`config.mk`:
```
export PLATFORM = sky130hd
export DESIGN_NAME = wb_divider_top
export DESIGN_NICKNAME = d
export VERILOG_FILES = /design/src/source/div_pkg.sv /design/src/source/wb_pkg.sv /design/src/source/div_operand_check.sv /design/src/source/div_restoring_core.sv /design/src/source/wb_div_regs.sv /design/src/source/wb_divider_top.sv
export SDC_FILE = /design/constraint.sdc
export NUM_CORES = 1
export LEC_CHECK = 0
export BUFFER_PORTS_ARGS = -buffer_cell sky130_fd_sc_hd__buf_2
export CELL_PAD_IN_SITES_DETAIL_PLACEMENT = 2
export CELL_PAD_IN_SITES_GLOBAL_PLACEMENT = 2
export CORE_MARGIN = 2
export CORE_UTILIZATION = 37
export CTS_CLUSTER_DIAMETER = 40
export DETAILED_ROUTE_END_ITERATION = 8
export PLACE_DENSITY_LB_ADDON = 0.1
export SYNTH_ARGS = -nofsm -noshare
export SYNTH_HDL_FRONTEND = slang
export SYNTH_HIERARCHICAL = 1
export SYNTH_SLANG_ARGS = --single-unit
```
`constraint.sdc`:
```
create_clock -name clk -period 5.6 [get_ports clk]
set_clock_uncertainty 0.15 [all_clocks]
set_input_delay 0.56 -clock clk [delete_from_list [all_inputs] [get_ports clk]]
set_output_delay 0.56 -clock clk [all_outputs]
set_load 0.005 [all_outputs]
```
`src/source/div_pkg.sv`:
```
package div_pkg;

    // ****************************************
    // widths
    // ****************************************

    localparam int data_width  = 32;
    localparam int count_width = 6;    // holds 0 to 32

    typedef logic [data_width-1:0]  word_t;
    typedef logic [count_width-1:0] count_t;

    // ****************************************
    // operands, plan and result
    // ****************************************

    typedef struct packed {
        word_t dividend;
        word_t divisor;
    } div_cmd_t;

    typedef struct packed {
        count_t shift;         // leading zeros of the dividend
        count_t iterations;    // shift-subtract steps still needed
        logic   by_zero;
    } div_plan_t;

    typedef struct packed {
        word_t quotient;
        word_t remainder;
    } div_result_t;

    // ****************************************
    // core sequencer
    // ****************************************

    typedef enum logic [1:0] {
        idle,
        load,       // pre-shift and counter load
        iterate,
        finish      // result valid, done pulse
    } seq_state_t;

endpackage

```
`src/source/wb_pkg.sv`:
```
package wb_pkg;

    import div_pkg::*;

    localparam int addr_width = 5;

    typedef logic [addr_width-1:0] wb_addr_t;    // byte address

    // classic cycle, master side
    typedef struct packed {
        logic       cyc;
        logic       stb;
        logic       we;
        wb_addr_t   adr;
        word_t      dat;
        logic [3:0] sel;
    } wb_req_t;

    typedef struct packed {
        logic  ack;
        word_t dat;
    } wb_rsp_t;

    // ****************************************
    // register map
    // ****************************************

    localparam wb_addr_t addr_dividend  = 5'h00;
    localparam wb_addr_t addr_divisor   = 5'h04;    // write starts a division
    localparam wb_addr_t addr_quotient  = 5'h08;
    localparam wb_addr_t addr_remainder = 5'h0C;
    localparam wb_addr_t addr_status    = 5'h10;

    // status word bits
    localparam int status_busy    = 0;
    localparam int status_done    = 1;    // sticky until next start
    localparam int status_by_zero = 2;

endpackage

```
`src/source/div_operand_check.sv`:
```
`timescale 1ns/1ps

module div_operand_check import div_pkg::*; (
    input  div_cmd_t  cmd,
    output div_plan_t plan
);

    count_t lead_zeros;
    count_t steps;
    logic   divisor_zero;

    // ****************************************
    // leading zero count
    // ****************************************

    // scan upward so the highest set bit wins
    always_comb begin
        lead_zeros = count_t'(data_width);    // zero dividend
        for (int i = 0; i < data_width; i++) begin
            if (cmd.dividend[i]) begin
                lead_zeros = count_t'(data_width - 1 - i);
            end
        end
    end

    // one step per significant dividend bit
    assign steps = count_t'(data_width) - lead_zeros;

    // ****************************************
    // divisor check
    // ****************************************

    assign divisor_zero = (cmd.divisor == '0);

    // ****************************************
    // plan
    // ****************************************

    always_comb begin
        plan.shift   = lead_zeros;
        plan.by_zero = divisor_zero;
        if (divisor_zero) begin
            plan.iterations = '0;    // core skips straight to finish
        end else begin
            plan.iterations = steps;
        end
    end

endmodule

```
`src/source/div_restoring_core.sv`:
```
`timescale 1ns/1ps

module div_restoring_core import div_pkg::*; (
    input  logic        clk,
    input  logic        reset,
    input  logic        start,
    input  div_cmd_t    cmd,
    input  div_plan_t   plan,
    output logic        busy,
    output logic        done,
    output div_result_t result
);

    seq_state_t          state;
    seq_state_t          state_next;
    count_t              count;
    div_cmd_t            cmd_q;
    div_plan_t           plan_q;
    word_t               rem_q;
    word_t               quo_q;
    logic [data_width:0] shifted;
    logic [data_width:0] diff;
    word_t               rem_next;
    word_t               quo_next;

    // ****************************************
    // sequencer
    // ****************************************

    always_comb begin
        state_next = state;
        case (state)
            idle: begin
                if (start) begin
                    state_next = load;
                end
            end
            load: begin
                if (plan_q.iterations == '0) begin
                    state_next = finish;    // by zero or zero dividend
                end else begin
                    state_next = iterate;
                end
            end
            iterate: begin
                if (count == count_t'(1)) begin
                    state_next = finish;
                end
            end
            finish: begin
                state_next = idle;
            end
            default: begin
                state_next = idle;
            end
        endcase
    end

    always_ff @(posedge clk or negedge reset) begin
        if (!reset) begin
            state <= idle;
            count <= '0;
        end else begin
            state <= state_next;
            case (state)
                load:    count <= plan_q.iterations;
                iterate: count <= count - 1'b1;
                default: count <= count;
            endcase
        end
    end

    // ****************************************
    // shift-subtract step
    // ****************************************

    // partial remainder stays below the divisor, so one guard bit is enough
    always_comb begin
        shifted  = {rem_q, quo_q[data_width-1]};
        diff     = shifted - {1'b0, cmd_q.divisor};
        quo_next = {quo_q[data_width-2:0], ~diff[data_width]};
        if (diff[data_width]) begin
            rem_next = shifted[data_width-1:0];    // restore
        end else begin
            rem_next = diff[data_width-1:0];
        end
    end

    always_ff @(posedge clk) begin
        if (state == idle && start) begin
            cmd_q  <= cmd;
            plan_q <= plan;
        end
        case (state)
            load: begin
                if (plan_q.by_zero) begin
                    quo_q <= '1;
                    rem_q <= cmd_q.dividend;
                end else begin
                    quo_q <= cmd_q.dividend << plan_q.shift;    // skip leading zeros
                    rem_q <= '0;
                end
            end
            iterate: begin
                quo_q <= quo_next;
                rem_q <= rem_next;
            end
            default: begin
                quo_q <= quo_q;
                rem_q <= rem_q;
            end
        endcase
    end

    // ****************************************
    // outputs
    // ****************************************

    assign busy             = (state == load) || (state == iterate);
    assign done             = (state == finish);
    assign result.quotient  = quo_q;
    assign result.remainder = rem_q;

endmodule

```
`src/source/wb_div_regs.sv`:
```
`timescale 1ns/1ps

module wb_div_regs import div_pkg::*, wb_pkg::*; (
    input  logic        clk,
    input  logic        reset,
    input  wb_req_t     wb_req,
    output wb_rsp_t     wb_rsp,
    output div_cmd_t    cmd,
    output logic        start,
    input  div_plan_t   plan,
    input  logic        busy,
    input  logic        done,
    input  div_result_t result
);

    logic        ack_q;
    logic        req;
    logic        wr;
    logic        start_q;
    word_t       dividend_q;
    word_t       divisor_q;
    div_result_t result_q;
    logic        done_q;
    logic        by_zero_q;
    word_t       status;
    word_t       rd_data;

    // ****************************************
    // bus handshake
    // ****************************************

    assign req = wb_req.cyc && wb_req.stb && !ack_q;    // new access
    assign wr  = req && wb_req.we;

    always_ff @(posedge clk or negedge reset) begin
        if (!reset) begin
            ack_q   <= 1'b0;
            start_q <= 1'b0;
        end else begin
            ack_q   <= req;
            start_q <= wr && (wb_req.adr == addr_divisor) && !busy;    // lands on the ack
        end
    end

    // ****************************************
    // operand registers
    // ****************************************

    // full word writes, sel not decoded
    always_ff @(posedge clk) begin
        if (wr && wb_req.adr == addr_dividend) begin
            dividend_q <= wb_req.dat;
        end
        if (wr && wb_req.adr == addr_divisor && !busy) begin
            divisor_q <= wb_req.dat;    // held while a division runs
        end
    end

    // ****************************************
    // result and status
    // ****************************************

    always_ff @(posedge clk or negedge reset) begin
        if (!reset) begin
            result_q  <= '0;
            by_zero_q <= 1'b0;
            done_q    <= 1'b0;
        end else begin
            if (done) begin
                result_q  <= result;
                by_zero_q <= plan.by_zero;
            end
            if (start_q) begin
                done_q <= 1'b0;
            end else if (done) begin
                done_q <= 1'b1;
            end
        end
    end

    always_comb begin
        status                 = '0;
        status[status_busy]    = busy;
        status[status_done]    = done_q;
        status[status_by_zero] = by_zero_q;
    end

    // address still held by the master during ack
    always_comb begin
        case (wb_req.adr)
            addr_dividend:  rd_data = dividend_q;
            addr_divisor:   rd_data = divisor_q;
            addr_quotient:  rd_data = result_q.quotient;
            addr_remainder: rd_data = result_q.remainder;
            addr_status:    rd_data = status;
            default:        rd_data = '0;
        endcase
    end

    assign cmd.dividend = dividend_q;
    assign cmd.divisor  = divisor_q;
    assign start        = start_q;
    assign wb_rsp.ack   = ack_q;
    assign wb_rsp.dat   = rd_data;

endmodule

```
`src/source/wb_divider_top.sv`:
```
`timescale 1ns/1ps

module wb_divider_top import div_pkg::*, wb_pkg::*; (
    input  logic    clk,
    input  logic    reset,
    input  wb_req_t wb_req,
    output wb_rsp_t wb_rsp
);

    div_cmd_t    cmd;
    div_plan_t   plan;
    div_result_t result;
    logic        start;
    logic        busy;
    logic        done;

    wb_div_regs i_regs (
        .clk    (clk),
        .reset  (reset),
        .wb_req (wb_req),
        .wb_rsp (wb_rsp),
        .cmd    (cmd),
        .start  (start),
        .plan   (plan),
        .busy   (busy),
        .done   (done),
        .result (result)
    );

    // same operands feed checker and core
    div_operand_check i_check (
        .cmd  (cmd),
        .plan (plan)
    );

    div_restoring_core i_core (
        .clk    (clk),
        .reset  (reset),
        .start  (start),
        .cmd    (cmd),
        .plan   (plan),
        .busy   (busy),
        .done   (done),
        .result (result)
    );

endmodule

```
-- Word level (Yosys, flattened, before mapping)
Index checks and enable logic that the tools add are counted.
- bits in read-only memories: 0
- memories kept: 0
- input port bits: 46
- register bits after elaboration: 281
- bits in latches: 0
- logic and storage cells: 94
- memory bits (writable): 0
- bitwise gates (word level): 1
- equal/unequal tests: 10
- $mul: 0
- shift operators: 1
- reduce and logical (&&, ||, !) cells: 17
- order comparisons: 0
- add/subtract/negate cells: 3
- multiplexer cells: 45
- divide/modulo/power cells: 0
- operators by type and width (kind ; count):
    two-way mux 6 bit ; 32
    case mux 32 bit (5 select lines) ; 1
    case mux 32 bit (2 select lines) ; 2
    two-way mux 32 bit ; 3
    subtractor 33 x 32 -> 33 bit ; 1
    logical NOT 32 bit ; 1
    left shift 32 x 6 -> 32 bit ; 1
    case mux 6 bit (2 select lines) ; 1
    == test 5 x 4 -> 1 bit, second input constant ; 2
    case mux 2 bit (4 select lines) ; 1
    logical AND 1 bit ; 7
    == test 6 x 1 -> 1 bit, second input constant ; 1
    logical NOT 6 bit ; 1
    subtractor 6 x 1 -> 6 bit, second input constant ; 1
    subtractor 6 bit, first input constant ; 1
    == test 5 x 3 -> 1 bit, second input constant ; 1
    == test 5 bit, second input constant ; 1
    logical NOT 5 bit ; 1
    == test 2 bit, second input constant ; 2
    two-way mux 2 bit ; 2
    nonzero test 2 bit ; 2
    two-way mux 1 bit ; 3
    == test 2 x 1 -> 1 bit, second input constant ; 1
    logical NOT 1 bit ; 2
    other kinds (6) ; 6

-- Longest topological paths before layout
- depth in word-level cells: 33
- gate-level depth with buffers: 13
- mapped depth without buffers: 12

-- Modules after synthesis
The synthesis kept the hierarchy.
- modules (own cells, without submodules) (module ; area an instance (um2) ; cells an instance ; instances ; seq. area each (um2)):
    div_restoring_core ; 9250.1 ; 858 ; 1 ; 4434.3
    wb_div_regs ; 5542.8 ; 298 ; 1 ; 3623.5
    div_operand_check ; 626.9 ; 97 ; 1 ; 0.0

-- Worst setup path after synthesis
OpenSTA, ideal clock, no wires.
- kind: flip-flop to flip-flop
- from: register i_core.state[0]
- to: register i_regs.divisor_q[0] (enable)
- period minus slack after synthesis: 3.745 ns
- path buffers: 0
- stages on the path, launching flop included: 4
- arrival: 3.178 ns
- path slack: 1.855 ns
- cell sequence: dfrtp_1 inv_1 ha_1 nor3b_2
- cells in the longest elaborated chain, start to end: 4
- elaborated cells on any way between the ends: 5
- RTL lines (element ; line ; text):
    start: declaration ; div_restoring_core.sv:14 ; seq_state_t state;
    start signal: assignment ; div_restoring_core.sv:61 ; state <= idle;
    start signal: assignment ; div_restoring_core.sv:64 ; state <= state_next;
    == test 2 x 1 -> 1 bit or == test 2 bit (tied branches) ; div_restoring_core.sv:119 ; assign busy = (state == load) || (state == iterate);
    logical OR 1 bit (*) ; div_restoring_core.sv:119 ;
    named net busy ; wb_divider_top.sv:14 ; logic busy;
    logical NOT 1 bit (*) ; wb_div_regs.sv:54 ; if (wr && wb_req.adr == addr_divisor && !busy) begin
    logical AND 1 bit (*) ; wb_div_regs.sv:54 ;
    end signal: assignment ; wb_div_regs.sv:55 ; divisor_q <= wb_req.dat;
    end: declaration ; wb_div_regs.sv:21 ; word_t divisor_q;
The timed path passes the listed nets; every way through them passes the cells marked *.
A chain may end at the register's enable or synchronous reset.

-- Worst setup path in the final report
- from: register i_core.quo_q[31]
- to: register i_core.rem_q[4] (data pin)
- cells in the longest elaborated chain, start to end: 3
- RTL lines (element ; line ; text):
    start: declaration ; div_restoring_core.sv:20 ; word_t quo_q;
    start signal: assignment ; div_restoring_core.sv:100 ; quo_q <= cmd_q.dividend << plan_q.shift;
    start signal: assignment ; div_restoring_core.sv:105 ; quo_q <= quo_next;
    start signal: assignment ; div_restoring_core.sv:109 ; quo_q <= quo_q;
    subtractor 33 x 32 -> 33 bit ; div_restoring_core.sv:80 ; diff = shifted - {1'b0, cmd_q.divisor};
    two-way mux 32 bit ; div_restoring_core.sv:82 ; if (diff[data_width]) begin
    case mux 32 bit (2 select lines) ; div_restoring_core.sv:94 ; case (state)
    end signal: assignment ; div_restoring_core.sv:98 ; rem_q <= cmd_q.dividend;
    end signal: assignment ; div_restoring_core.sv:106 ; rem_q <= rem_next;
    end signal: assignment ; div_restoring_core.sv:110 ; rem_q <= rem_q;
    end: declaration ; div_restoring_core.sv:19 ; word_t rem_q;
No other way between the ends.

==> results.md <==
* Max Root-Sink Buffers at 3
* Peak supply drop at 0.00104 V
* I/O Buffers at 74
* Syn avg cell area at 12.3 sq um
* Vias in the first global route at 11,800
* Cells after synthesis at 1,253
* Top delay family on crit path: simple AND/OR/NAND/NOR gates
* PnR Total Power at 9.44 mW
* DRT Pass-1 Iters at 5
* Cts bufs inserted at 45
* DR vias at 11,200
* Top-Level Pins at 79
* Status: finished, final reports clean
* Final Cell Area at 17,900 sq um
* Worst r2r src: i_core/quo_q[31]
* Buf/Inv on CP at 2
* Final core occ at 0.437
* Non-filler cells, final at 1,888
* Dpl cells at 1,802
* Achievable frequency at 231 MHz
* Dpl cell area at 16,300 sq um
* Crit path launch: i_core/quo_q[31]
* Overall die width at 208 um
* Slew HR at 0.211
* WP data arrival at 4540 ps
* Hold slack at 40.9 ps
* Yosys reg bits at 281
* Gr usage total at 0.244
* Share of layout cells above drive strength 1 at 0.246
* Clock root cell: clkbuf_16
* Synth area leaders: edfxtp_1 (40%), dfrtp_1 (12%), mux4_2 (7.3%)
* Final Cycle Share at 0.775
* Setup Crit Path Kind: reg -> reg
* Fin Setup TNS at 0 ps
* DRC Markers at 0
* Die ar. at 43,300 sq um
* Setup ws final at 1260 ps
* ANT nets after route at 0
* Most numerous cell in the Yosys netlist: edfxtp_1
* R2R cell count at 13
* Final setup vio count at 0
* Wire length per cell at 27.7 um
* Rows at 74
* Critical Path RT at 5800 ps
* Initial Util at 0.376
* Post-Syn Nets at 1,340
* Synth Cell Area at 15,400 sq um
* Yosys cell types at 83
* CTS tree: yes
* Largest stage delay on the critical path at 610 ps
* CP endpoint kind: flop
* Area share of the leading cell type in the synthesized netlist at 0.399
* Critical-path top delay cell: or4_4
* Initial antenna violation count at 2
* Post-CTS sizing at 0
* Setup crit end: i_core/rem_q[4]
* GPL Wtd Cong at 0.829
* Avg Vias per Cell at 5.93
* Fin. max-slew vios at 0
* Sequential element share of the synthesized area at 0.523
* Final Hold Viols at 0
* HPWL after DPL at 37,800 um
* Core Region at 41,000 sq um
* Prevailing post-synth register cell: edfxtp_1
* Startpoint Class: flop
* Crit Path Max Fanout at 30
* P_leak at 6.83 nW
* Synth warnings at 6
* Overflow after GRT at 0
* Area leader, netlist: edfxtp_1
* Max Cap Viol at 0
* Clock slew at reported path FFs at 60 ps
* Final #Nets at 1,405
* Minimum clock period at 4340 ps
* Largest net degree at the start of global routing at 67
* Flop2flop setup slack at 1260 ps
* Chip height at 208 um
* Pwr dens at 527 nW/um^2
* Instance count on the critical path at 13
* Reg2reg end: i_core/rem_q[4]
* Sink Count at 281
* Place WS at 1330 ps
* Type of the tightest min-delay check: in -> reg
* Post-synth EDFFs at 205
* Area Overhead vs Synth at 16.2%
* Commonest cells in the netlist: edfxtp_1 (205), nand2_1 (100), mux2_2 (77), dfrtp_1 (76), nor2_1 (67)
* Clk Latency, worst-skew pair at 570 ps
* Crit path cell chain: inv_1 -> ha_1 -> fa_1 -> nand2b_1 -> a211oi_2 -> nor2_1 -> or4_4 -> nand2b_4 -> a31o_4 -> xnor2_4 -> buf_4 -> nand3_1 -> o311ai_0
* H-tree Lvls at 2
* RSZ-0062 raised after global routing: false
* Iter 0 DRT Violations at 895
* Fraction of registers with async set/reset at 0.270
* Least-Margin Pin Slew at 1180 ps
* First-pass GRT wire length at 78,500 um
* Total Wirelength at 52,200 um
## how the worst min path moves through the flow
stage,startpoint,endpoint,slack (ps),cells after the start
3_5_place_dp,i_regs/divisor_q[3],i_core/cmd_q[3],320,0
6_report,wb_req[8],i_regs/divisor_q[4],40,1
3_3_place_gp,i_regs/divisor_q[3],i_core/cmd_q[3],320,0
5_1_grt,wb_req[27],i_regs/divisor_q[23],10,1
4_1_cts,wb_req[29],i_regs/dividend_q[25],7,1
2_1_floorplan,reset,i_core/count[0],110,0
## worst register-to-register path, cell delays in order (launching register included)
cell and delay (ps):
edfxtp_1 470, inv_1 90, ha_1 240, fa_1 400, nand2b_1 230, a211oi_2 380, nor2_1 190, or4_4 610
nand2b_4 130, a31o_4 220, xnor2_4 230, buf_4 460, nand3_1 170, o311ai_0 160
## cells by family after synthesis
kind of cell | count (synthesis) | share of synthesized area
buffers and inverters | 134 | 0.0388
AND/OR/NAND/NOR | 347 | 0.116
AO/OA/AOI/OAI | 251 | 0.112
XOR/XNOR | 32 | 0.0206
adder cells (fa/ha/maj) | 41 | 0.0338
multiplexers | 167 | 0.156
flip-flops | 281 | 0.523
## flip-flops by register name, summed over array words and instances (netlist names)
register	cells
i_regs/divisor_q	32
i_regs/dividend_q	32
i_regs/done_q	1
i_core/rem_q	32
i_core/cmd_q	64
i_core/count	6
i_core/plan_q	13
i_core/state	2
i_regs/by_zero_q	1
i_core/quo_q	32
i_regs/ack_q	1
i_regs/start	1
i_regs/result_q	64
## what timing repair did
item,CTS,global route
hold endpoints to repair,34,0
hold buffers,1,0
buffers inserted,0,0
## routing by layer
metal | vias to the layer above | GRT usage | wire (um)
met3 | 59 | 0.0367 | 2480
li1 | 4911 | - | -
met2 | 270 | 0.389 | 24300
met5 | - | 0 | 0
met1 | 5957 | 0.353 | 24500
met4 | 0 | 0.0563 | 928
## layout by cell type, fill, tap and decap left out, drive strengths merged, types with 8 or more instances in the layout
cell / count
ha: 40
and2b: 9
bufinv: 9
nor2b: 27
a21oi: 62
a221oi: 13
a211oi: 18
nand3: 54
edfxtp: 205
o21ai: 67
nand2b: 10
xnor2: 26
nor3: 19
mux2: 80
a21o: 14
a31oi: 8
nand4: 10
buf: 90
a32oi: 10
inv: 69
mux2i: 37
clkbuf: 53
o311ai: 10
mux4: 50
nand2: 101
clkinv: 8
nor2: 67
o22ai: 10
nor4: 21
dfrtp: 76
## power breakdown
| part | switching [mW] | internal, mW | total [mW] |
|---|---|---|---|
| Combinational | 1.81 | 1.16 | 2.98 |
| Sequential | 0.501 | 2.94 | 3.44 |
| Clock | 1.05 | 1.97 | 3.02 |
## area by class of cell
cell class	count	area, sq um
inverters	61	229
flip-flops and latches	281	8060
repair buffers	91	503
multi-input cells	838	6820
diodes	1	2.50
clock buffers	53	1210
well taps	532	666
fillers	4072	23100
clock inverters	31	427
(Power assumes the default switching activity.)
